--- config.mk ---
export PLATFORM = sky130hd
export DESIGN_NAME = palette_out
export DESIGN_NICKNAME = d
export VERILOG_FILES = /design/src/xvid_pkg.sv /design/src/palette_out.sv
export SDC_FILE = /design/constraint.sdc
export NUM_CORES = 1
export LEC_CHECK = 0
export BUFFER_PORTS_ARGS = -buffer_cell sky130_fd_sc_hd__buf_2
export CORE_MARGIN = 1
export CORE_UTILIZATION = 45
export CTS_CLUSTER_DIAMETER = 50
export DETAILED_ROUTE_END_ITERATION = 12
export PLACE_DENSITY_LB_ADDON = 0.05
export REMOVE_ABC_BUFFERS = 1
export SLEW_MARGIN = 20
export SYNTH_ARGS = -nofsm -noshare
export SYNTH_HDL_FRONTEND = slang
export SYNTH_SLANG_ARGS = --single-unit
--- constraint.sdc ---
create_clock -name clk -period 3.65 [get_ports clk]
set_clock_uncertainty 0.2 [all_clocks]
set_input_delay 0.1825 -clock clk [delete_from_list [all_inputs] [get_ports clk]]
set_output_delay 0.1825 -clock clk [all_outputs]
set_load 0.01 [all_outputs]
--- src/xvid_pkg.sv ---
`default_nettype none

package xvid_pkg;

    localparam int WORD_W          = 16;               // vram and register word
    localparam int VRAM_AW         = 12;               // vram word address bits
    localparam int VRAM_WORDS      = 1 << VRAM_AW;     // 4096 words
    localparam int PIX_PER_WORD    = 4;                // 4-bit pixels per word
    localparam int VRAM_RD_LATENCY = 1;                // registered read port

    typedef logic [WORD_W-1:0]  word_t;
    typedef logic [VRAM_AW-1:0] vram_addr_t;
    typedef logic [11:0]        rgb_t;                 // {r, g, b} nibbles
    typedef logic [3:0]         color_t;               // palette index
    typedef logic [1:0]         intr_t;                // one bit per source

    // host visible register numbers
    typedef enum logic [3:0] {
        REG_WR_ADDR   = 4'h0,
        REG_RD_ADDR   = 4'h1,
        REG_DATA      = 4'h2,
        REG_XR_ADDR   = 4'h3,
        REG_XR_DATA   = 4'h4,
        REG_INT_CTRL  = 4'h5,
        REG_LINE_INTR = 4'h6
    } reg_num_t;

    // bit positions in intr_t
    typedef enum logic [0:0] {
        INTR_VBLANK = 1'b0,
        INTR_LINE   = 1'b1
    } intr_src_e;

endpackage

`default_nettype wire

--- src/palette_out.sv ---
`default_nettype none
`timescale 1ns/1ps

module palette_out (
    input  wire logic               clk,
    input  wire logic               reset_i,
    input  wire logic               pal_wr_i,
    input  wire xvid_pkg::color_t   pal_addr_i,
    input  wire xvid_pkg::rgb_t     pal_data_i,
    input  wire xvid_pkg::color_t   color_index_i,
    input  wire logic               dv_de_i,
    input  wire logic               hsync_i,
    input  wire logic               vsync_i,
    output logic      [3:0]         red_o,
    output logic      [3:0]         green_o,
    output logic      [3:0]         blue_o,
    output logic                    dv_de_o,
    output logic                    hsync_o,
    output logic                    vsync_o
);
    import xvid_pkg::*;

    rgb_t pal_mem [16];
    rgb_t rgb_1;            // lookup stage
    logic de_1;
    logic hsync_1;
    logic vsync_1;

    initial begin
        for (int i = 0; i < 16; i++) begin
            pal_mem[i] = '0;    // black until loaded
        end
    end

    always_ff @(posedge clk) begin
        if (pal_wr_i) begin
            pal_mem[pal_addr_i] <= pal_data_i;
        end
        rgb_1 <= pal_mem[color_index_i];
    end

    always_ff @(posedge clk) begin
        if (reset_i) begin
            {de_1, hsync_1, vsync_1}       <= '0;
            {dv_de_o, hsync_o, vsync_o}    <= '0;
            {red_o, green_o, blue_o}       <= '0;
        end else begin
            {de_1, hsync_1, vsync_1}       <= {dv_de_i, hsync_i, vsync_i};
            {dv_de_o, hsync_o, vsync_o}    <= {de_1, hsync_1, vsync_1};
            {red_o, green_o, blue_o}       <= de_1 ? rgb_1 : '0;   // black in blanking
        end
    end

endmodule

`default_nettype wire

==> Word-level counts from Yosys, hierarchy flattened <==
Memory sizes are Yosys's and may differ from the RTL's. A register that Yosys moved wholly into a read port is not among the register bits.
Cells that the tools add are included.
{ "totals": {"regBits": 18, "ramBits": 192, "input_bits": 26, "out_inout_bits": 15, "wordCells": 14, "memories": 1} }
{ "classes": {"mux": 2, "n_bitwise": 1, "reduce_logical": 1} }
{ "memory_table": {"columns": ["name", "depth", "word_bits", "rd", "rd_ports_with_merged_regs", "write_ports", "line_no", "rtl"], "rows": [
  ["pal_mem", 16, 12, 1, 1, 1, "palette_out.sv:23", "rgb_t pal_mem [16];"]
]} }
{ "ops": {"columns": ["operator", "count"], "rows": [
  ["$mux W1", 2],
  ["$reduce_or A2 Y1", 1],
  ["$not A1 Y1", 1]
]} }

==> Longest topological paths before layout <==
{ "depth": {"word_depth": 2, "ltp_mapped": 5, "depth_no_buf": 3} }

==> Worst setup path after synthesis <==
No wires, ideal clock.
{ "synth_path": {"path_type": "input port to flip-flop", "startpoint": "in pal_addr_i[2]", "endpoint": "mem pal_mem[0][0] (netlist bit), enable pin", "setup_ns": 0.396, "arrival_ns": 1.486, "required_ns": 3.054, "path_slack_ns": 1.568, "stages": 2, "cell_sequence": "or3b_1 > nor3_1"} }
{ "synth_rtl": {"columns": ["item", "line_no", "rtl"], "rows": [
  ["start, declared", "palette_out.sv:8", "input wire xvid_pkg::color_t pal_addr_i,"],
  ["end, declared", "palette_out.sv:23", null]
]} }
No word-level cell before the write port.

==> results.toml <==
[cells_and_area]
final_cell_mix = "edfxtp_1 (192), buf_2 (40), mux4_2 (33)"
nets = 484
final-instance-count-excl-fill = 700
multi_input_area_um2 = 1642
seq_area_um2 = 6366
final_area_um2 = 9627
synthToLayoutAreaGrowth_pct = 19.19
fillers = 1362
drive_above_1_share_pct = 28.00
final_common_cell = "edfxtp_1"
final_util_pct = 55.27
diodes = 0

[global_routing]
grt_use_met1_pct = 26.43
use_met2_pct = 32.88
antenna_found_initial = 0
grt_pass1_wl_mm = 25.17
grt_util_met3_pct = 3.356
top_usage_layer = "met2"
grt_max_degree = 26
grt_usage_pct = 19.46
grt_overflow = 0
grt_pass1_vias = 3967

[synth]
synth_top_family_by_area = "multiplexers"
synth.avg_cell_area_um2 = 22.07
synth_top_area_share_pct = 71.39
ys_async_sr_fraction_pct = 0
synth_cells = 366
yosys.cell_types.count = 18
syn_area_um2 = 8076
synthAdderAreaFrac_pct = 0
synth_compound_area_share_pct = 2.231
ys_seq_area_share_pct = 78.82
synth-xor-area-share_pct = 0
synth_simple_gate_area_share_pct = 3.594
synth_area_leaders = "edfxtp_1 (71%), mux4_2 (9.2%), dfxtp_1 (7.4%), mux4_1 (4.9%), a22oi_1 (2.2%)"
synth_ff_type = "edfxtp_1"
synthMuxAreaShare_pct = 14.08
yosys.area.top_type = "edfxtp_1"
synth_edf_count = 192
yosysWarnings = 0
yosys_register_bits = 222

[setup_path]
worst-r2r-setup-slack_ns = 2.05
crit_type = "input port to register"
end_kind = "register"
r2r-start = "pal_mem[1][3]"
critPathMaxFanout = 7
cp-start-kind = "input port"
worst_r2r_endpoint = "rgb_1[3]"
ff2ff_path_depth = 3
worstPathRequired_ns = 3.89
critPathArrivalTime_ns = 1.95

[sta]
fin_tns_setup_ns = 0
period_needed_ns = 1.707
relSlewSlack_pct = 34.76
maxSlewViolCount = 0
fmax_mhz = 586.0
setup_viol = 0
hold_violations = 0
fin_ws_ns = 1.943
rsz0062_at_grt = "no"
timing.hold.ws_ns = 0.01253
finalCritPeriodShare_pct = 46.76
worstMarginPinSlew_ns = 0.9755

[clocking]
cts_tree = "yes"
root_buffer = "clkbuf_16"
cts-resized-gates = 0
htreeDepth = 1
clock_path_buffers = 3
numCtsBuffers = 25
cts_sinks = 222
cts.clk_slew.worst_paths_ns = 0.06
clock_latency_ns = 0.51

[status]
status = "finished clean"

[placed_design]
post-dp-hpwl_mm = 9.695
dp.cells = 636
io_buffers = 40
dpl_cell_area_um2 = 8652
gp_congestion = 0.7585
post-place-ws_ns = 1.430

[floorplanning]
die_w_um = 136.0
die_height_um = 136.0
dieArea_um2 = 18490
core_um2 = 17420
rows = 48
initial_core_util_pct = 46.37
io_pins = 41

[drt]
first_iter_violations = 249
final_antenna_net_count = 0
viasPerCell = 5.489
firstDrtPassIters = 6
post-route-drc-count = 0
vias = 3842
routed_wl_mm = 17.08
wl_per_cell_um = 24.39

[hold_path]
hold_path.startpoint = "pal_addr_i[1]"
hp-class = "input port to register"
whs_path_depth = 2
min_to = "pal_mem[8][4]"

[power]
power_mw = 5.445
irDropWorstVdd_uv = 369.7
power_density_nw_per_um2 = 565.6
leakage_nw = 3.298

[flow_run]
cap_violations = 0
## report_power, final
part | total, mW | internal, mW | switching, mW
sequential | 2.84 | 2.82 | 0.0150
combinational | 0.251 | 0.112 | 0.139
clock | 2.36 | 1.40 | 0.956
## synth_stat cells, types with 4 or more instances
| cell type | number |
|---|---|
| a22oi_1 | 24 |
| and2_1 | 13 |
| buf_2 | 5 |
| clkbuf_1 | 7 |
| dfxtp_1 | 30 |
| edfxtp_1 | 192 |
| mux4_1 | 15 |
| mux4_2 | 33 |
| nand2_1 | 13 |
| nor2_1 | 13 |
| nor2b_1 | 8 |
| nor3_1 | 4 |
## how the worst max path moves through the flow
stage	startpoint	endpoint	slack, ns	cells after the start
floorplan	pal_addr_i[2]	pal_mem[0][0]	1.57	2
global placement	color_index_i[0]	rgb_1[6]	1.44	5
detailed placement	color_index_i[0]	rgb_1[6]	1.43	5
CTS	color_index_i[3]	rgb_1[3]	1.94	6
global route	color_index_i[3]	rgb_1[3]	1.85	6
finish	color_index_i[3]	rgb_1[3]	1.94	6
## state kept, by name, summed over array words and instances (netlist names)
name	flops
blue_o	4
de_1	1
dv_de_o	1
green_o	4
hsync_1	1
hsync_o	1
pal_mem	192
red_o	4
rgb_1	12
vsync_1	1
vsync_o	1
## area by class of cell
class	instances	share of cell area, %
timing repair buffer	80	5.849
multi-input combinational	129	17.05
clock inverter	9	0.8318
tap	225	2.924
sequential	222	66.13
clock buffer	35	7.213
## kinds of logic (layout without fill, tap and decap cells)
kind of cell	after synthesis	count (layout)
multiplexers	48	48
AND/OR/NAND/NOR	57	57
flip-flops	222	222
buffers and inverters	15	124
AO/OA/AOI/OAI	24	24
## worst max-delay path: stages
cell           delay, ns
dlygate4sd3_1       0.54
buf_2               0.14
nor2_1              0.51
buf_4               0.31
a22oi_1             0.14
nand2_1             0.12
## metal layers
| layer | routed length (um) | vias to the layer above |
|---|---|---|
| met3 | 742 | 32 |
| met4 | 282 | 0 |
| met5 | 0 | - |
| met2 | 8628 | 85 |
| met1 | 7423 | 2022 |
| li1 | - | 1703 |
## timing repair
item	4_1_cts	5_1_grt
endpoints found under the hold margin	201	0
hold buffers	20	0
buffers inserted	0	0
No activity file was read; power rests on OpenSTA's default activity.
