## config.mk

```make
export PLATFORM = sky130hd
export DESIGN_NAME = video_gen
export DESIGN_NICKNAME = d
export VERILOG_FILES = /design/src/xvid_pkg.sv /design/src/video_gen.sv
export SDC_FILE = /design/constraint.sdc
export NUM_CORES = 1
export LEC_CHECK = 0
export BUFFER_PORTS_ARGS = -buffer_cell sky130_fd_sc_hd__buf_2
export CAP_MARGIN = 10
export CELL_PAD_IN_SITES_DETAIL_PLACEMENT = 1
export CELL_PAD_IN_SITES_GLOBAL_PLACEMENT = 2
export CORE_ASPECT_RATIO = 1.4
export CORE_MARGIN = 4
export CORE_UTILIZATION = 38
export DETAILED_ROUTE_END_ITERATION = 16
export HOLD_SLACK_MARGIN = 0.1
export PLACE_DENSITY_LB_ADDON = 0.08
export SYNTH_ARGS = -nofsm -noshare
export SYNTH_HDL_FRONTEND = slang
export SYNTH_SLANG_ARGS = --single-unit
```

## constraint.sdc

```tcl
create_clock -name clk -period 6 [get_ports clk]
set_clock_uncertainty 0.2 [all_clocks]
set_input_delay 1.2 -clock clk [delete_from_list [all_inputs] [get_ports clk]]
set_output_delay 1.2 -clock clk [all_outputs]
set_load 0.01 [all_outputs]
```

## src/xvid_pkg.sv

```systemverilog
`default_nettype none

package xvid_pkg;

    localparam int WORD_W          = 16;               // vram and register word
    localparam int VRAM_AW         = 12;               // vram word address bits
    localparam int VRAM_WORDS      = 1 << VRAM_AW;     // 4096 words
    localparam int PIX_PER_WORD    = 4;                // 4-bit pixels per word
    localparam int VRAM_RD_LATENCY = 1;                // registered read port

    typedef logic [WORD_W-1:0]  word_t;
    typedef logic [VRAM_AW-1:0] vram_addr_t;
    typedef logic [11:0]        rgb_t;                 // {r, g, b} nibbles
    typedef logic [3:0]         color_t;               // palette index
    typedef logic [1:0]         intr_t;                // one bit per source

    // host visible register numbers
    typedef enum logic [3:0] {
        REG_WR_ADDR   = 4'h0,
        REG_RD_ADDR   = 4'h1,
        REG_DATA      = 4'h2,
        REG_XR_ADDR   = 4'h3,
        REG_XR_DATA   = 4'h4,
        REG_INT_CTRL  = 4'h5,
        REG_LINE_INTR = 4'h6
    } reg_num_t;

    // bit positions in intr_t
    typedef enum logic [0:0] {
        INTR_VBLANK = 1'b0,
        INTR_LINE   = 1'b1
    } intr_src_e;

endpackage

`default_nettype wire

```

## src/video_gen.sv

```systemverilog
`default_nettype none
`timescale 1ns/1ps

module video_gen #(
    parameter int H_VISIBLE = 16,   // multiple of 4
    parameter int H_FRONT   = 2,
    parameter int H_SYNC    = 4,
    parameter int H_BACK    = 2,
    parameter int V_VISIBLE = 8,
    parameter int V_FRONT   = 1,
    parameter int V_SYNC    = 2,
    parameter int V_BACK    = 1
) (
    input  wire logic               clk,
    input  wire logic               reset_i,
    input  wire logic [7:0]         line_cmp_i,
    input  wire xvid_pkg::word_t    fetch_data_i,
    output logic                    fetch_sel_o,
    output xvid_pkg::vram_addr_t    fetch_addr_o,
    output xvid_pkg::color_t        color_index_o,
    output logic                    dv_de_o,
    output logic                    hsync_o,
    output logic                    vsync_o,
    output xvid_pkg::intr_t         intr_trigger_o
);
    import xvid_pkg::*;

    localparam int H_TOTAL = H_VISIBLE + H_FRONT + H_SYNC + H_BACK;
    localparam int V_TOTAL = V_VISIBLE + V_FRONT + V_SYNC + V_BACK;
    localparam int HW = $clog2(H_TOTAL);
    localparam int VW = $clog2(V_TOTAL);
    localparam int WORDS_PER_LINE = H_VISIBLE / PIX_PER_WORD;

    localparam logic [HW-1:0] H_LAST     = HW'(H_TOTAL - 1);
    localparam logic [HW-1:0] H_VIS      = HW'(H_VISIBLE);
    localparam logic [HW-1:0] H_LEAD     = HW'(PIX_PER_WORD);   // fetch one group ahead
    localparam logic [HW-1:0] H_WRAP     = HW'(H_TOTAL - PIX_PER_WORD);
    localparam logic [HW-1:0] H_SYNC_ON  = HW'(H_VISIBLE + H_FRONT);
    localparam logic [HW-1:0] H_SYNC_OFF = HW'(H_VISIBLE + H_FRONT + H_SYNC);
    localparam logic [VW-1:0] V_LAST     = VW'(V_TOTAL - 1);
    localparam logic [VW-1:0] V_VIS      = VW'(V_VISIBLE);
    localparam logic [VW-1:0] V_SYNC_ON  = VW'(V_VISIBLE + V_FRONT);
    localparam logic [VW-1:0] V_SYNC_OFF = VW'(V_VISIBLE + V_FRONT + V_SYNC);

    logic [HW-1:0]              h_cnt;
    logic [VW-1:0]              v_cnt;
    logic [HW-1:0]              f_x;        // position being fetched
    logic [VW-1:0]              f_y;
    logic [VRAM_RD_LATENCY-1:0] fetch_pipe; // msb set when fetch data arrives
    logic [1:0]                 nib;        // pixel within group
    word_t                      next_word;  // fetched, not yet shown
    word_t                      cur_word;   // group on screen
    word_t                      pix_word;

    always_ff @(posedge clk) begin
        if (reset_i) begin
            h_cnt <= '0;
            v_cnt <= V_LAST;    // back porch so line 0 gets its first fetch
        end else if (h_cnt == H_LAST) begin
            h_cnt <= '0;
            v_cnt <= (v_cnt == V_LAST) ? '0 : v_cnt + 1'b1;
        end else begin
            h_cnt <= h_cnt + 1'b1;
        end
    end

    always_comb begin
        if (h_cnt >= H_WRAP) begin
            f_x = h_cnt - H_WRAP;   // start of next line
            f_y = (v_cnt == V_LAST) ? '0 : v_cnt + 1'b1;
        end else begin
            f_x = h_cnt + H_LEAD;
            f_y = v_cnt;
        end
    end

    assign fetch_sel_o  = (f_x < H_VIS) && (f_x[1:0] == 2'b00) && (f_y < V_VIS);
    assign fetch_addr_o = vram_addr_t'(f_y * WORDS_PER_LINE + f_x / PIX_PER_WORD);

    assign nib      = h_cnt[1:0];
    assign pix_word = (nib == 2'd0) ? next_word : cur_word;

    always_ff @(posedge clk) begin
        if (reset_i) begin
            fetch_pipe <= '0;
        end else begin
            fetch_pipe <= VRAM_RD_LATENCY'({fetch_pipe, fetch_sel_o});
        end
    end

    always_ff @(posedge clk) begin
        if (fetch_pipe[VRAM_RD_LATENCY-1]) begin
            next_word <= fetch_data_i;
        end
        if (nib == 2'd0) begin
            cur_word <= next_word;
        end
        color_index_o <= pix_word[{~nib, 2'b00} +: 4];  // leftmost pixel in top nibble
    end

    always_ff @(posedge clk) begin
        if (reset_i) begin
            dv_de_o        <= 1'b0;
            hsync_o        <= 1'b0;
            vsync_o        <= 1'b0;
            intr_trigger_o <= '0;
        end else begin
            dv_de_o <= (h_cnt < H_VIS) && (v_cnt < V_VIS);
            hsync_o <= (h_cnt >= H_SYNC_ON) && (h_cnt < H_SYNC_OFF);
            vsync_o <= (v_cnt >= V_SYNC_ON) && (v_cnt < V_SYNC_OFF);
            intr_trigger_o[INTR_VBLANK] <= (h_cnt == '0) && (v_cnt == V_VIS);
            intr_trigger_o[INTR_LINE]   <= (h_cnt == '0) && (8'(v_cnt) == line_cmp_i);
        end
    end

    a_cnt_range: assert property (@(posedge clk) disable iff (reset_i)
        (h_cnt <= H_LAST) && (v_cnt <= V_LAST));

endmodule

`default_nettype wire

```

# After elaboration in Yosys (flattened, before gate mapping)
# Index checks and enable logic that the tools add are counted.
[word_totals]
output_inout_bits = 22
register_bits = 51
word_cells = 45
in_bits = 26
[op_classes]
eq_ne = 4
bitwise = 1
n_shift = 1
n_reduce_logical = 11
n_mux = 4
n_lt_le_gt_ge = 9
n_addsub = 5
[op_table]
columns = ["op", "count"]
rows = [
  ["16-bit two-way mux", 1],
  ["16-bit by 5-bit variable part select with 4-bit output", 1],
  ["5-bit less-than comparator (second input constant)", 3],
  ["4-bit less-than comparator (second input constant)", 3],
  ["5-bit >= comparator (second input constant)", 2],
  ["4-bit == test (second input constant)", 2],
  ["4-bit by 8-bit == test with 1-bit output", 1],
  ["4-bit two-way mux", 2],
  ["6-bit by 3-bit adder with 7-bit output", 1],
  ["1-bit logical AND", 7],
  ["5-bit by 1-bit adder with 5-bit output (second input constant)", 1],
  ["5-bit by 3-bit adder with 5-bit output (second input constant)", 1],
  ["5-bit == test (second input constant)", 1],
  ["5-bit zero test", 1],
  ["5-bit two-way mux", 1],
  ["5-bit subtractor (second input constant)", 1],
  ["4-bit by 1-bit adder with 4-bit output (second input constant)", 1],
  ["4-bit >= comparator (second input constant)", 1],
  ["2-bit zero test", 2],
  ["2-bit NOT", 1],
  ["2-bit OR reduction", 1],
]

# Logic depth before layout (Yosys ltp)
# Gate-level depths: netlist of the first run.
[logic_depth]
word_depth = 5
ltp_mapped = 10

# Worst setup path before layout of the first run
# No wires, ideal clock.
[synth_path]
path_kind = "reg-to-output"
start = "register h_cnt[3]"
end = "output fetch_addr_o[5]"
path_buffers = 0
arrival_time_ps = 2219
setup_slack_ps = 2381
path_stages_with_launch = 11
t_required_ps = 4600
path_cell_list = "dfxtp_1 -> inv_1 -> ha_1 -> nor3b_2 -> o21ai_0 -> or3_1 -> o21ai_0 -> ha_1 -> inv_1 -> a221oi_2 -> xor2_1"
[synth_via]
elab_chain_len = 3
word_cells_on_any_way = 6
classes_between = "add/sub: 3; order compare: 1; mux: 2"
[synth_lines]
columns = ["item", "line", "text"]
rows = [
  ["from (decl)", "video_gen.sv:45", "logic [HW-1:0] h_cnt;"],
  ["from (signal assigned)", "video_gen.sv:63", "h_cnt <= h_cnt + 1'b1;"],
  ["5-bit by 3-bit adder with 5-bit output, or another cell as far along", "video_gen.sv:72", "f_x = h_cnt + H_LEAD;"],
  ["5-bit two-way mux / 4-bit two-way mux (equally long branches)", "video_gen.sv:68", "if (h_cnt >= H_WRAP) begin"],
  ["6-bit by 3-bit adder with 7-bit output *", "video_gen.sv:78", "assign fetch_addr_o = vram_addr_t'(f_y * WORDS_PER_LINE + f_x / PIX_PER_WORD);"],
  ["to (decl)", "video_gen.sv:19", "output xvid_pkg::vram_addr_t fetch_addr_o,"],
]
# Mark *: on every way between the ends. The rest lies on a longest branch, timed or not.

# Worst setup path in the final report of the first run
[layout_path]
start = "register h_cnt[2]"
end = "output fetch_addr_o[5]"
# The elaborated chain is that of the path after synthesis.

==> results of run 1 <==
==> cells in the final DEF, fill, tap and decap left out, types with 2 or more instances in the layout <==
cell,n
buf_2,42
dfxtp_1,35
mux2_2,16
edfxtp_1,16
ha_1,12
inv_1,10
nor3_1,9
nand2_1,8
o21ai_0,7
and3_1,6
xor2_1,6
nor2_1,5
a21oi_1,5
conb_1,5
clkbuf_8,5
mux4_2,4
xnor2_1,4
nand3_1,3
or3_1,2
nor4_1,2
==> cell families (layout without fill, tap and decap cells) <==
| kind of cell | count (synthesis) | in the layout | share of synthesized area [%] |
|---|---|---|---|
| buffers and inverters | 29 | 60 | 6.71 |
| and+or+nand+nor | 42 | 42 | 10.4 |
| adders and majority gates | 12 | 12 | 6.66 |
| DFF | 51 | 51 | 52.4 |
| AOI/OAI and AO/OA | 24 | 24 | 7.82 |
| other | 1 | 5 | 0.166 |
| xor gates and xnor gates | 10 | 10 | 3.88 |
| muxes | 20 | 20 | 12.0 |
==> final cells by class <==
cell class	count	area [µm²]
Inverter	10	37.5
Tap cell	68	85.1
Clock buffer	5	68.8
Timing Repair Buffer	42	210
Multi-Input combinational cell	113	937
Fill cell	632	3080
Clock inverter	3	43.8
Sequential cell	51	1180
==> power groups by stage <==
stage / Sequential [mW] / Combinational (mW) / Clock (mW)
floorplan: 0.390 / 0.0538 / 0
global placement: 0.392 / 0.0702 / 0
detailed placement: 0.394 / 0.0723 / 0
CTS: 0.386 / 0.0725 / 0.246
global route: 0.388 / 0.0786 / 0.265
finish: 0.385 / 0.0707 / 0.237
==> synthesized netlist by cell type, types with 2 or more instances <==
master    count
dfxtp_1      35
mux4_2        4
clkbuf_1      4
a21oi_1       5
nor4_1        2
o21ai_0       7
nand3_1       3
nand2_1       8
nor3_1        9
ha_1         12
xnor2_1       4
mux2_2       16
and3_1        6
buf_4         7
nor2_1        5
inv_1        10
or3_1         2
xor2_1        6
buf_2         6
edfxtp_1     16
==> metal layers <==
metal	up-vias	track usage, %	share of wire, %
met2	30	27.2	55
met4	0	6.11	2.1
met1	718	16.6	39
met5	-	0	0
met3	9	3.44	3.8
li1	729	-	-
==> metrics by stage <==
| step | worst slack (ps) | cell area (µm²) | util (%) |
|---|---|---|---|
| global route | 1230 | 2560 | 45.4 |
| CTS | 1550 | 2560 | 45.4 |
| global placement | 2060 | 2450 | 43.4 |
| finish | 1540 | 2560 | 45.4 |
| detailed placement | 1910 | 2450 | 43.4 |
| floorplan | 2380 | 2270 | - |
==> sequential cells by signal, summed over array words and instances, names as in the netlist <==
name / cells
next_word: 16
cur_word: 16
v_cnt: 4
color_index_o: 4
vsync_o: 1
h_cnt: 5
hsync_o: 1
fetch_pipe: 1
intr_trigger_o: 2
dv_de_o: 1
==> worst max-delay path, cell delays in order, from the launching register on <==
cell and delay [ps]:
dfxtp_1 540, ha_1 280, nor3b_2 400, o21ai_0 200
or3_1 400, o21ai_0 120, ha_1 220, inv_1 50
a221oi_2 180, xor2_1 200, buf_2 160
==> final timing paths <==
kind / slack, ps / endpoint / depth (start not counted) / from
min reg2reg: 280 / cur_word[4] / 1 / cur_word[4]
max: 1540 / fetch_addr_o[5] / 10 / h_cnt[2]
min: 280 / cur_word[4] / 1 / cur_word[4]
max reg2reg: 3410 / color_index_o[2] / 4 / h_cnt[1]
==> results.toml, run 1 <==
[global_routing]
grt_pass1_wl_mm = 8.18
antenna_found_initial = 0
grt_util_all_layers_pct = 15.1
grt_max_degree = 19
grt_pass1_vias = 1615
gr-total-overflow = 0

[setup_path]
worstPathMaxFanout = 10
end_kind = "primary output"
path_class = "flip-flop to primary output"
worstPathArrival_ps = 3060
cp.required_ps = 4600
cp-start-kind = "flip-flop"

[sta]
drv_slew = 0
setup_tns_ps = 0
period_minus_slack_ps = 4460
rsz0062_at_grt = "false"
hold_violations = 0
post-route-period-util_pct = 74.3
fmax_mhz = 224
fin_hold_ws_ps = 277
setup_violations = 0
tightest_slew_ps = 831
relSlewSlack_pct = 44.6

[die]
start_util_pct = 39.9
die-area_um2 = 7250
io_pins = 48
core_area_um2 = 5650
fp-row-count = 32
dieHeight_um = 99.1
fp.dieW_um = 73.1

[clock_tree]
cts_setup_buffers = 0
cts_num_sinks = 51
htree_levels = 2
clockRootBuffer = "clkbuf_8"
cts_buffers = 5
path_clk_slew_ps = 90
insertion_delay_ps = 300
cts_tree = "yes"
clock_path_buffers = 2
postCtsHoldBufs = 0
cts-resized-gates = 0

[power_and_ir_drop]
sw_frac_of_total_pct = 22.3
internal-power_mw = 0.538
finalPower_mw = 0.692
seq_power_share_pct = 55.6
combPwrFrac_pct = 10.2
clkPwrFrac_pct = 34.2
p_leak_nw = 1.06
power_density_nw_per_um2 = 270
p_switching_mw = 0.155
ir_worst_vdd_uv = 98.6

[layout]
syn_to_final_growth_pct = 13.7
nNetsFinal = 261
antenna_cells = 0
stdcell_count = 292
layout-drive-gt1-share_pct = 33.5

[run]
drv_cap = 0

[detailed_routing]
drc = 0
vias_per_cell = 5.09
vias = 1486
wl_per_cell_um = 17.3
drtPass1Iterations = 4
routed_wl_mm = 5.05
drt-initial-drc-count = 45
ant_nets = 0

[place]
dpl.cell_count = 284
place.gp.congestion = 0.833
port_buffers = 42
hpwlAfterDp_mm = 3.85

[synth]
syn_inst = 189
ys_ff_latch = 51
ys_warn_count = 0
yosysTopAreaCellShare_pct = 31.1
yosysUniqueCellTypes = 42
syn_avg_cell_area_um2 = 11.9
ys_seq_area_share_pct = 52.4
synth_area_leaders = "dfxtp_1 31%, edfxtp_1 21%, mux2_2 8.0%, ha_1 6.7%, mux4_2 4.0%"
synth_enable_flop_cells = 16
async_reset_ff_share_pct = 0
yosys_most_used_dff = "dfxtp_1"
yosys.area.top_type = "dfxtp_1"
synthesis.area_um2 = 2250

[worst_hold_path]
hold_path_class = "flip-flop to flip-flop"

[status]
status = "finished clean"
No activity file was read; power rests on OpenSTA's default activity.
==> run 2: changes to the inputs <==
Settings changed: CORE_UTILIZATION 38 to 35.
Clock period 6 ns to 4.51 ns, I/O delays scaled along.
==> results.toml, run 2 (synthesis gave the netlist of run 1 again) <==
[status]
status = "finished clean"

[power_and_ir_drop]
ir_worst_vdd_uv = 148
finalPower_mw = 0.886
power_density_nw_per_um2 = 346
p_leak_nw = 1.05

[clock_tree]
cts_buffers = 5
htree_levels = 2
clockRootBuffer = "clkbuf_8"
cts_tree = "yes"
cts_num_sinks = 51
cts-resized-gates = 0
insertion_delay_ps = 300
path_clk_slew_ps = 100
cts_setup_buffers = 0
postCtsHoldBufs = 0
clock_path_buffers = 2

[setup_path]
cp_slowest_cell = "dfxtp_1"
crit_start = "h_cnt[2]"
reg2reg_to = "color_index_o[1]"
worstPathArrival_ps = 3010
cp.required_ps = 3410
reg2reg_from = "h_cnt[0]"
regToRegSetupSlack_ps = 2200
cp-start-kind = "flip-flop"
worstPathMaxFanout = 10
path_class = "flip-flop to primary output"
end_kind = "primary output"
rr_worst_depth = 5
crit_chain = "ha_1 > nor3b_2 > o21ai_0 > or3_1 > o21ai_0 > ha_1 > inv_1 > a221oi_2 > xor2_1 > buf_2"
cp_slowest_stage_delay_ps = 540
crit_end = "fetch_addr_o[5]"

[detailed_routing]
drt-initial-drc-count = 34
vias_per_cell = 5.08
ant_nets = 0
vias = 1510
wl_met1_mm = 1.96
routed_wl_mm = 5.21
wl_per_cell_um = 17.5
wl_met2_mm = 2.95
top_layer = "met4"
drtPass1Iterations = 3
met3WireLength_um = 163
drc = 0

[layout]
reg.largest.list = "cur_word: 16 flops, next_word: 16 flops, h_cnt: 5 flops"
multi_input_area_um2 = 937
syn_to_final_growth_pct = 13.7
antenna_cells = 0
fillers = 676
layout-drive-gt1-share_pct = 33.8
nNetsFinal = 262
layout_commonest_cell = "buf_2"
seq_area_um2 = 1180
final_cell_mix = "42 x buf_2, 35 x dfxtp_1, 16 x mux2_2, 16 x edfxtp_1, 12 x ha_1"

[global_routing]
grt_pass1_vias = 1610
antenna_found_initial = 0
grt_util_all_layers_pct = 14.0
grt_pass1_wl_mm = 8.02
grt_max_degree = 18
gr-total-overflow = 0

[sta]
relSlewSlack_pct = 47.4
rsz0062_at_grt = "false"
setup_slack_ps = 395
post-route-period-util_pct = 91.2
fmax_mhz = 243
drv_slew = 0
hold_violations = 0
setup_tns_ps = 0
period_minus_slack_ps = 4110
setup_violations = 0
tightest_slew_ps = 787

[die]
fp.dieW_um = 75.8
start_util_pct = 36.1
dieHeight_um = 103
core_area_um2 = 6250
io_pins = 48
fp-row-count = 34
die-area_um2 = 7810

[place]
place.gp.congestion = 0.842
hpwlAfterDp_mm = 3.98
port_buffers = 42
place_ws_ps = 702

[worst_hold_path]
hold_path_class = "flip-flop to flip-flop"

[run]
drv_cap = 0
[run 2: through the flow]
step	instances	cell area [µm²]	utilization [%]	hold slack [ps]
6_report	297	2560	41.0	280
5_1_grt	297	2560	41.0	300
4_1_cts	297	2560	41.0	285
3_5_place_dp	289	2460	39.4	261
3_3_place_gp	289	2460	39.4	253
2_1_floorplan	193	2270	-	247
[run 2: report_power, final]
part           switching [mW]  leakage (nW)  internal, mW
logic                  0.0434         0.569        0.0517
clock network           0.153        0.0474         0.125
registers              0.0128         0.434         0.499
total                   0.209          1.05         0.676
[run 2: area by class of cell]
| type | instances | share of cell area, % |
|---|---|---|
| sequential | 51 | 46.1 |
| timing repair buffer | 43 | 8.50 |
| multi-input combinational | 113 | 36.6 |
| clock buffer | 6 | 3.22 |
| inverter | 10 | 1.46 |
| tap | 72 | 3.52 |
| clock inverter | 2 | 0.635 |
[run 2: how the worst min path moves through the flow]
| stage | start | endpoint | slack, ps | depth (start not counted) |
|---|---|---|---|---|
| global placement | cur_word[7] | cur_word[7] | 250 | 1 |
| floorplan | cur_word[4] | cur_word[4] | 250 | 1 |
| global route | cur_word[5] | cur_word[5] | 300 | 1 |
| detailed placement | cur_word[5] | cur_word[5] | 260 | 1 |
| CTS | cur_word[5] | cur_word[5] | 280 | 1 |
| finish | cur_word[5] | cur_word[5] | 280 | 1 |
[run 2: routing by layer]
layer / global-route usage [%] / up-vias
li1: - / 726
met4: 6.33 / 0
met1: 14.3 / 742
met3: 2.83 / 12
met5: 0 / -
met2: 26.3 / 30
[run 2: worst max-delay path, delay by kind of cell (launching register included)]
kind | cells | cell delay [ps]
flops | 1 | 540
simple gates | 2 | 810
compound gates | 3 | 490
buf+inv | 2 | 200
fa+ha+maj | 2 | 490
xor+xnor | 1 | 170
