--- src/xvid_pkg.sv ---
`default_nettype none

package xvid_pkg;

    localparam int WORD_W          = 16;               // vram and register word
    localparam int VRAM_AW         = 12;               // vram word address bits
    localparam int VRAM_WORDS      = 1 << VRAM_AW;     // 4096 words
    localparam int PIX_PER_WORD    = 4;                // 4-bit pixels per word
    localparam int VRAM_RD_LATENCY = 1;                // registered read port

    typedef logic [WORD_W-1:0]  word_t;
    typedef logic [VRAM_AW-1:0] vram_addr_t;
    typedef logic [11:0]        rgb_t;                 // {r, g, b} nibbles
    typedef logic [3:0]         color_t;               // palette index
    typedef logic [1:0]         intr_t;                // one bit per source

    // host visible register numbers
    typedef enum logic [3:0] {
        REG_WR_ADDR   = 4'h0,
        REG_RD_ADDR   = 4'h1,
        REG_DATA      = 4'h2,
        REG_XR_ADDR   = 4'h3,
        REG_XR_DATA   = 4'h4,
        REG_INT_CTRL  = 4'h5,
        REG_LINE_INTR = 4'h6
    } reg_num_t;

    // bit positions in intr_t
    typedef enum logic [0:0] {
        INTR_VBLANK = 1'b0,
        INTR_LINE   = 1'b1
    } intr_src_e;

endpackage

`default_nettype wire

--- src/intr_ctrl.sv ---
`default_nettype none
`timescale 1ns/1ps

module intr_ctrl (
    input  wire logic               clk,
    input  wire logic               reset_i,
    input  wire xvid_pkg::intr_t    intr_trigger_i,     // one cycle per event
    input  wire xvid_pkg::intr_t    int_mask_i,
    input  wire xvid_pkg::intr_t    int_clear_i,        // write 1 to clear
    output xvid_pkg::intr_t         int_status_o,
    output logic                    bus_intr_o
);

    always_ff @(posedge clk) begin
        if (reset_i) begin
            int_status_o <= '0;
            bus_intr_o   <= 1'b0;
        end else begin
            // only new events for enabled sources reach the cpu
            bus_intr_o   <= |(intr_trigger_i & int_mask_i & ~int_status_o);
            int_status_o <= (int_status_o | intr_trigger_i) & ~int_clear_i;  // masked too
        end
    end

    // pending status holds off a repeat until cleared
    a_pulse: assert property (@(posedge clk) disable iff (reset_i)
        bus_intr_o |=> !bus_intr_o);

endmodule

`default_nettype wire

--- config.mk ---
export PLATFORM = sky130hd
export DESIGN_NAME = intr_ctrl
export DESIGN_NICKNAME = d
export VERILOG_FILES = /design/src/xvid_pkg.sv /design/src/intr_ctrl.sv
export SDC_FILE = /design/constraint.sdc
export NUM_CORES = 1
export LEC_CHECK = 0
export BUFFER_PORTS_ARGS = -buffer_cell sky130_fd_sc_hd__clkbuf_2
export CAP_MARGIN = 30
export CORE_AREA = 2 2 39 41
export DETAILED_ROUTE_END_ITERATION = 16
export DIE_AREA = 0 0 41 43
export GPL_TIMING_DRIVEN = 0
export SLEW_MARGIN = 20
export SYNTH_ARGS = -nofsm -noshare
export SYNTH_HDL_FRONTEND = slang
export SYNTH_SLANG_ARGS = --single-unit
--- constraint.sdc ---
create_clock -name clk -period 1.1 [get_ports clk]
set_input_delay 0.11 -clock clk [delete_from_list [all_inputs] [get_ports clk]]
set_output_delay 0.11 -clock clk [all_outputs]
set_load 0.01 [all_outputs]
# Yosys cells after proc, flatten, opt, wreduce, memory -nomap -nowiden
# Cells that the tools add are included.
[totals]
ff_bits = 3
out_inout_bits = 3
inputBits = 8
[op_classes]
reduce_logical = 1
bitwise = 6
[op_table]
columns = ["op", "n"]
rows = [
  ["2-bit bitwise AND", 3],
  ["2-bit inverter", 2],
  ["2-bit bitwise OR", 1],
  ["2-bit OR reduction", 1],
]

# Depth between registers and ports, before layout
# Gate-level depths: netlist of the first run.
[depth]
ltp_word = 3
mapped_depth = 2
ltp_nobuf = 2

# Worst setup path after synthesis of the first run
# Ideal clock, no wire load.
[synth_timing]
path_kind = "reg2reg"
from = "reg int_status_o[0]"
to = "reg bus_intr_o"
path_stages_with_launch = 3
t_arrival_ns = 0.594
setup_slack_ns = 0.436
setup_time_ns = 0.070
cell_sequence = "dfxtp_1 -> nand3b_1 -> a21oi_1"
[synth_between]
elab_chain_cells = 3
[synth_lines]
columns = ["element", "line_no", "text"]
rows = [
  ["start, declared", "intr_ctrl.sv:10", "output xvid_pkg::intr_t int_status_o,"],
  ["start signal, assigned", "intr_ctrl.sv:21", "int_status_o <= (int_status_o | intr_trigger_i) & ~int_clear_i;"],
  ["2-bit inverter", "intr_ctrl.sv:20", "bus_intr_o <= |(intr_trigger_i & int_mask_i & ~int_status_o);"],
  ["2-bit bitwise AND", "intr_ctrl.sv:20", ""],
  ["2-bit OR reduction", "intr_ctrl.sv:20", ""],
  ["end signal, assigned", "intr_ctrl.sv:20", ""],
  ["end, declared", "intr_ctrl.sv:11", "output logic bus_intr_o"],
]
# No other way between the ends.
# A chain may end at the register's enable or synchronous reset.

# Worst setup path after layout of the first run
[layout_timing]
from = "reg int_status_o[0]"
to = "out int_status_o[0]"
# No word-level cell between the ends.

==> results of run 1 <==
-- sequential cells by signal, indices dropped and copies added (netlist names) --
signal,cells
bus_intr_o,1
int_status_o,2
-- worst max-delay path by stage --
stage	start	to	slack (ns)
3_5_place_dp	int_status_o[0]	bus_intr_o	0.44
2_1_floorplan	int_status_o[0]	bus_intr_o	0.44
4_1_cts	int_status_o[1]	int_status_o[1]	0.28
5_1_grt	int_status_o[0]	int_status_o[0]	0.24
3_3_place_gp	int_status_o[0]	bus_intr_o	0.45
6_report	int_status_o[0]	int_status_o[0]	0.29
-- logic make-up after synthesis --
logic type / synth area share, %
flip-flops: 61.5
AND/OR/NAND/NOR: 33.3
AO/OA/AOI/OAI: 5.12
-- worst reg2reg max path, stage by stage, from the launching register on --
cell	delay, ns
dfxtp_1	0.31
nand3b_1	0.16
a21oi_1	0.13
-- final cells by class --
cell class                 count  area (um2)
tap                           16        20.0
multi-input combinational      7        37.5
fill                         157        1190
sequential                     3        60.1
clock buffer                   4        26.3
timing repair buffer          10        50.0
-- stage by stage --
stage | worst slack, ns | area, um2 | hold WS [ns] | std cells | power (mW)
detailed placement | 0.440 | 168 | 0.282 | 36 | 0.151
finish | 0.293 | 194 | 0.0426 | 40 | 0.340
floorplan | 0.436 | 97.6 | 0.179 | 10 | 0.131
global route | 0.239 | 194 | 0.0334 | 40 | 0.375
global placement | 0.449 | 168 | 0.279 | 36 | 0.150
CTS | 0.285 | 194 | 0.0359 | 40 | 0.352
-- report_power, final --
group	internal, mW	total (mW)	switching, mW
combinational	0.0176	0.0308	0.0132
clock	0.136	0.191	0.0553
sequential	0.115	0.118	0.00270
-- cells in the final DEF, fill, tap and decap left out --
cell	synthesis	layout
a21oi_1	1	1
clkbuf_1	0	1
clkbuf_2	0	10
clkbuf_4	0	3
dfxtp_1	3	3
nand3b_1	2	2
nor2_1	2	2
nor3_1	2	2
-- per-layer routing --
metal	vias up	part of all wire, %
met5	-	0
met4	0	0
met3	0	9.4
met2	6	55
met1	54	36
li1	62	-
==> metrics.cfg, run 1 <==
[clocking]
ctsHtreeMaxLevel = 1
clkTransAtPathRegs_ns = 0.04
cts_buffers = 3
ctsHoldBuffers = 0
ctsResizeCount = 0
cts-root-buf = clkbuf_4
cts_sinks = 3
clock_latency_ns = 0.23
cts_buffer_depth = 2
cts_setup_buffers = 0
cts_tree = built

[worst_setup_path]
r2r.worst_path.cells = 2
crit_arrival_ns = 0.70
crit_slowest_cell = dfxtp_1
crit_cells = 1
crit_buf_inv = 1
crit_path_max_incr_delay_ns = 0.33
worst_ep_required_time_ns = 0.99
worstSetupStartpointType = register
rr_endpoint = bus_intr_o
crit_family = flip-flops
crit_path_max_fanout = 3
worstSetupEndpointType = primary output
crit_chain = clkbuf_2
crit_type = reg -> out
worst-r2r-setup-slack_ns = 0.44
reg2reg_from = int_status_o[0]

[placement]
dp_hpwl_um = 208
io_buffers = 10
gp_congestion = 0.448

[synth]
ys_top_cells_by_count = dfxtp_1, nand3b_1, nor2_1, nor3_1, a21oi_1
yosysTopAreaCell = dfxtp_1
mappedNetlistNets = 18
yosysMostFrequentCell = dfxtp_1
synth_edf_count = 0
synth.cell_area_um2 = 97.6
ys_types = 5
synth_cells = 10
yosys_warnings = 0
synth_area_leaders = dfxtp_1, nand3b_1, nor3_1
yosys_most_used_dff = dfxtp_1
synthArstFlopShare_pct = 0
avgSynthCellArea_um2 = 9.76
yosysSeqAreaShare_pct = 61.5
ys_seq_elements = 3
synth_top_cell_area_share_pct = 61.5

[detailed_routing]
drc = 0
first_pass_iters = 2
viasPerCell = 3.05
drtIter0Drc = 2
ant_nets = 0
vias = 122
routedWlPerCell_um = 6.38
wl_um = 255

[timing]
fin_crit_ns = 0.807
finalMaxSlewViolations = 0
fin_crit_sh_pct = 73.4
fmax_mhz = 1240
finalHoldViolCount = 0
tightest_slew_ns = 0.147
rsz0062_at_grt = no
timing.setup.tns_ns = 0
finalSetupViolations = 0
fin_skew_ns = 0.000693
slew_headroom_pct = 90.1

[worst_hold_path]
min-delay-start = int_clear_i[0]
min_path_type = in -> reg
worstHoldEndpoint = int_status_o[0]
hold_depth = 2

[grt]
grt_util_met3_pct = 3.14
first_global_vias = 107
antenna_found_initial = 0
use_met2_pct = 4.38
use_met1_pct = 2.22
grt_max_degree = 4
gr-total-overflow = 0
top_usage_layer = met4
grt_pass1_wl_um = 365
track_usage_pct = 4.20

[flow_run]
maxCapViolCount = 0

[die]
rows = 14
boundaryPins = 11
die_y_um = 43
core-area_mm2 = 0.00138
start_util_pct = 7.05
die_w_um = 41
die_area_mm2 = 0.00176

[pwr]
p_leak_nw = 0.0928
irDropWorstVdd_mv = 0.180
p_per_area_mw_per_mm2 = 1750

[layout]
nets = 33
drive_gt1_share_pct = 54.2
area_delta_synth_final_pct = 98.7
diodes = 0
fin_util_pct = 14.0

[run_status]
status = finished, final reports clean

Power figures use the tool's default switching activity.
==> run 2, diff against run 1 <==
- clock period: 1.1 -> 0.8 ns (I/O delays scaled with it)
==> run 2 against run 1 <==
Register-to-register slack worse by 0.30 ns. Hold slack worse by 0.0011 ns. Critical path depth is the same. Design area grew 12%. Global-route usage unchanged. Clock power up 38%. Power grew 40%. Non-clock buffer count is 2 higher. Wire length up 9.8%. Utilization grew 1.6 points. First-iteration DRC count grew 50%. Critical endpoint unchanged. Highest routed layer unchanged.
==> metrics.cfg, run 2 (synthesis results as in run 1) <==
[run_status]
status = finished, final reports clean

[worst_setup_path]
crit_buf_inv = 1  ; unchanged
worstSetupStartpointType = register
crit_chain = buf_2
crit_type = reg -> out
worstSetupEndpointType = primary output
worst_ep_required_time_ns = 0.72  ; -0.27 ns
crit_arrival_ns = 0.67  ; -0.03 ns
crit_family = flip-flops
crit_slowest_cell = dfxtp_2
crit_path_max_fanout = 3  ; unchanged
crit_path_max_incr_delay_ns = 0.32  ; about the same

[detailed_routing]
first_pass_iters = 2  ; unchanged
viasPerCell = 3.02  ; -0.86%
routedWlPerCell_um = 6.67  ; +4.6%
wl_um = 280  ; +9.8%
drtIter0Drc = 3  ; +1
ant_nets = 0  ; unchanged
vias = 127  ; +4.1%
drc = 0  ; unchanged

[timing]
tightest_slew_ns = 0.147  ; +0.000000477 ns
finalSetupViolations = 0  ; unchanged
slew_headroom_pct = 90.1  ; about the same
fin_crit_ns = 0.751
fin_crit_sh_pct = 93.8
fmax_mhz = 1330
hold_slack_ns = 0.0416  ; -0.00108 ns
finalHoldViolCount = 0  ; unchanged
finalMaxSlewViolations = 0  ; unchanged
timing.setup.tns_ns = 0  ; unchanged
rsz0062_at_grt = no
fin_skew_ns = 0.000381  ; -0.000311 ns

[clocking]
ctsHtreeMaxLevel = 1  ; unchanged
cts_sinks = 3  ; unchanged
cts_buffers = 3  ; unchanged
cts-root-buf = clkbuf_4
cts_buffer_depth = 2  ; unchanged
cts_tree = built
cts_setup_buffers = 0  ; unchanged
clock_latency_ns = 0.23  ; about the same
clkTransAtPathRegs_ns = 0.04  ; about the same

[layout]
final_common_cell = clkbuf_2
nets = 35  ; +6.1%
final_cell_mix = clkbuf_2, clkbuf_4
area_delta_synth_final_pct = 122
reg.largest.list = int_status_o (2), bus_intr_o (1)
diodes = 0  ; unchanged
fillers = 154  ; -1.9%
regMostFlops = int_status_o
fin_util_pct = 15.6  ; +1.6 points
largest_register_ffs = 2  ; unchanged
drive_gt1_share_pct = 57.7  ; +3.5 points

[flow_run]
maxCapViolCount = 0  ; unchanged

[pwr]
p_leak_nw = 0.103  ; +11%
pwr-share-seq_pct = 34.2  ; -0.5 points
p_int_uw = 377  ; +40%
power_frac_comb_pct = 10.6  ; +1.5 points
irDropWorstVdd_mv = 0.260  ; +44%
pwr-share-clk_pct = 55.2  ; -1.0 points
p_per_area_mw_per_mm2 = 2200  ; +26%
swShare_pct = 20.9  ; -0.034 points
fin_total_pwr_uw = 477  ; +40%
switchingPower_uw = 99.7  ; +40%

[grt]
track_usage_pct = 4.20  ; unchanged
grt_pass1_wl_um = 365  ; unchanged
first_global_vias = 107  ; unchanged
grt_max_degree = 4  ; unchanged
antenna_found_initial = 0  ; unchanged
gr-total-overflow = 0  ; unchanged

[die]
boundaryPins = 11  ; unchanged
die_y_um = 43  ; unchanged
start_util_pct = 7.05  ; unchanged
core-area_mm2 = 0.00138  ; unchanged
die_w_um = 41  ; unchanged
die_area_mm2 = 0.00176  ; unchanged
rows = 14  ; unchanged

[placement]
gp_congestion = 0.448  ; unchanged
io_buffers = 10  ; unchanged
dp_hpwl_um = 208  ; unchanged

[worst_hold_path]
min_path_type = in -> reg

## run 2: cell types whose count changed in the layout (fill, tap and decap cells not counted), sizes merged
| cell | before | now |
|---|---|---|
| buf | 0 | 2 |
| dlygate4sd3 | 0 | 2 |
| clkbuf | 14 | 12 |
## run 2: area by class of cell
class                           count  area, um2  share of cell area [%]
Multi-Input combinational cell      7       37.5                    17.3
Sequential cell                     3       62.6                    28.9
Timing Repair Buffer               12       70.1                    32.4
Tap cell                           16       20.0                    9.25
Clock buffer                        4       26.3                    12.1
## run 2: final timing paths
check,startpoint,endpoint,slack (ns),cells after the start
hold / removal,reset_i,bus_intr_o,0.04,2
hold reg to reg,int_status_o[1],int_status_o[1],0.48,2
setup reg to reg,int_status_o[0],bus_intr_o,0.14,2
setup / recovery,int_status_o[0],int_status_o[0],0.05,1
## run 2: metal layers
metal  GRT usage (%)  wire length [um]  vias to the layer above
met5               0                 0                        -
met4            10.0                 0                        0
met3            3.14                26                        0
met2            4.38               155                        6
met1            2.22                98                       55
li1                -                 -                       66
## run 2: repair_timing
| item | in CTS | in global routing |
|---|---|---|
| setup endpoints to repair | 0 | 2 |
| resized for setup | 0 | 4 |
| endpoints found under the hold margin | 0 | 2 |
| hold buffers | 0 | 2 |
## run 2: power groups by stage
stage          clock (mW)  sequential (mW)  combinational, mW
2_1_floorplan           0            0.169             0.0108
3_3_place_gp            0            0.164             0.0427
3_5_place_dp            0            0.165             0.0434
4_1_cts             0.278            0.162             0.0436
5_1_grt             0.304            0.164             0.0571
6_report            0.263            0.163             0.0504
## run 2: through the flow
step | setup slack (ns) | instances | cell area (um2)
after floorplan | 0.136 | 10 | 97.6
after global placement | 0.149 | 36 | 168
after detailed placement | 0.140 | 36 | 168
after CTS | 0.0149 | 40 | 194
after global routing | 0.00609 | 42 | 216
final | 0.0493 | 42 | 216
==> run 3, diff against run 2 <==
- BUFFER_PORTS_ARGS: -buffer_cell sky130_fd_sc_hd__clkbuf_2 -> not set
- DONT_BUFFER_PORTS: not set -> 1
==> run 3 against run 2 <==
Global-route usage is 0.10 points higher. Cell count is 21% lower. Count of clock-buffer cells in the layout stayed put. Critical path type is now reg -> reg. Wire length is 20% lower.
==> metrics.cfg, run 3 (synthesis results as in run 1) <==
[run_status]
status = finished, final reports clean

[clocking]
clock_latency_ns = 0.23  ; about the same
cts_buffer_depth = 2  ; unchanged
ctsResizeCount = 0  ; unchanged
cts_sinks = 3  ; unchanged
ctsHtreeMaxLevel = 1  ; unchanged
cts_tree = built
clkTransAtPathRegs_ns = 0.04  ; about the same
cts-root-buf = clkbuf_4
cts_buffers = 3  ; unchanged

[grt]
grt_max_degree = 4  ; unchanged
top_usage_layer = met4
track_usage_pct = 4.30  ; +0.10 points
grt_util_met3_pct = 1.57  ; -1.6 points
grt_pass1_wl_um = 393  ; +7.7%
first_global_vias = 118  ; +10%
gr-total-overflow = 0  ; unchanged
use_met2_pct = 5.63  ; +1.3 points
antenna_found_initial = 0  ; unchanged
use_met1_pct = 2.22  ; unchanged

[timing]
finalMaxSlewViolations = 0  ; unchanged
fin_skew_ns = 0.000962  ; +0.000581 ns
timing.setup.tns_ns = 0  ; unchanged
fin_crit_ns = 0.714  ; -0.0365 ns
fin_crit_sh_pct = 89.3  ; -4.6 points
finalSetupViolations = 0  ; unchanged
tightest_slew_ns = 0.155  ; +0.00829 ns
fmax_mhz = 1400  ; +5.1%
finalHoldViolCount = 0  ; unchanged
slew_headroom_pct = 89.6  ; -0.49 points
rsz0062_at_grt = no

[pwr]
pwr-share-clk_pct = 57.1  ; +1.9 points
p_leak_nw = 0.0627  ; -39%
power_frac_comb_pct = 5.7  ; -4.9 points
p_per_area_mw_per_mm2 = 2580  ; +17%
p_int_uw = 362  ; -3.9%
pwr-share-seq_pct = 37.2  ; +3.0 points
irDropWorstVdd_mv = 0.259  ; -0.37%
swShare_pct = 19.3  ; -1.6 points
switchingPower_uw = 86.9  ; -13%

[worst_hold_path]
min_path_type = in -> reg
min-delay-start = intr_trigger_i[1]

[detailed_routing]
routedWlPerCell_um = 6.82  ; +2.3%
viasPerCell = 3.00  ; -0.79%
vias = 99  ; -22%
drtIter0Drc = 3  ; unchanged
wl_um = 225  ; -20%
first_pass_iters = 2  ; unchanged
drc = 0  ; unchanged
ant_nets = 0  ; unchanged

[die]
start_util_pct = 7.05  ; unchanged
core-area_mm2 = 0.00138  ; unchanged
die_w_um = 41  ; unchanged
boundaryPins = 11  ; unchanged
die_y_um = 43  ; unchanged
rows = 14  ; unchanged
die_area_mm2 = 0.00176  ; unchanged

[worst_setup_path]
crit_type = reg -> reg
crit_path_start = int_status_o[0]
worst-r2r-setup-slack_ns = 0.09  ; -0.05 ns
crit_arrival_ns = 0.87  ; +0.20 ns
worstSetupEndpointType = register
worstSetupStartpointType = register
reg2reg_from = int_status_o[0]
worst_ep_required_time_ns = 0.96  ; +0.24 ns
crit_path_max_fanout = 3  ; unchanged

[layout]
drive_gt1_share_pct = 17.6  ; -40 points
area_delta_synth_final_pct = 78.2
nets = 26  ; -26%
largest_register_ffs = 2  ; unchanged
final_cell_mix = dfxtp_1, clkbuf_4, dlygate4sd3_1
diodes = 0  ; unchanged
reg.largest.list = int_status_o (2), bus_intr_o (1)
instances_no_fill = 33  ; -21%
regMostFlops = int_status_o

[placement]
placed_cells = 26  ; -28%
io_buffers = 0  ; -10
gp_congestion = 0.452  ; +0.87%

[flow_run]
maxCapViolCount = 0  ; unchanged

## run 3: power groups by stage
stage	Clock [mW]	Sequential (mW)	Combinational (mW)
final	0.256	0.167	0.0256
after global routing	0.302	0.169	0.0295
after CTS	0.284	0.167	0.0259
after detailed placement	0	0.170	0.0124
after global placement	0	0.170	0.0121
after floorplan	0	0.169	0.0108
## run 3: path summary, 6_finish.rpt
kind	to	depth (start not counted)
hold reg to reg	int_status_o[1]	2
hold / removal	bus_intr_o	2
setup / recovery	bus_intr_o	2
setup reg to reg	bus_intr_o	2
## run 3: metal layers
layer  share of wire, %  up-vias
met4                  0        0
met3                9.8        0
met1                 37       44
met5                  0        -
met2                 53        6
li1                   -       49
## run 3: through the flow
| stage | hold slack, ns | util [%] | power, mW | area, um2 | setup slack [ns] |
|---|---|---|---|---|---|
| 2_1_floorplan | 0.149 | - | 0.179 | 97.6 | 0.136 |
| 3_3_place_gp | 0.151 | 8.50 | 0.182 | 118 | 0.101 |
| 3_5_place_dp | 0.152 | 8.50 | 0.182 | 118 | 0.0924 |
| 4_1_cts | 0.00814 | 12.6 | 0.477 | 174 | 0.0846 |
| 5_1_grt | 0.0252 | 12.6 | 0.500 | 174 | 0.0377 |
| 6_report | 0.0244 | 12.6 | 0.449 | 174 | 0.0858 |
## run 3: critical path, stage by stage (launching register included)
cell,delay (ns)
dfxtp_1,0.34
nand3b_1,0.18
a21oi_1,0.14
## run 3: cell type report
| cell class | instances | area, um2 |
|---|---|---|
| timing repair buffer | 3 | 30.0 |
| sequential | 3 | 60.1 |
| multi-input combinational | 7 | 37.5 |
| clock buffer | 4 | 26.3 |
| tap | 16 | 20.0 |
| fill | 160 | 1210 |
## run 3: timing repair
action	in CTS	in global routing
setup buffers	0	0
hold buffers	3	0
endpoints found under the hold margin	3	0
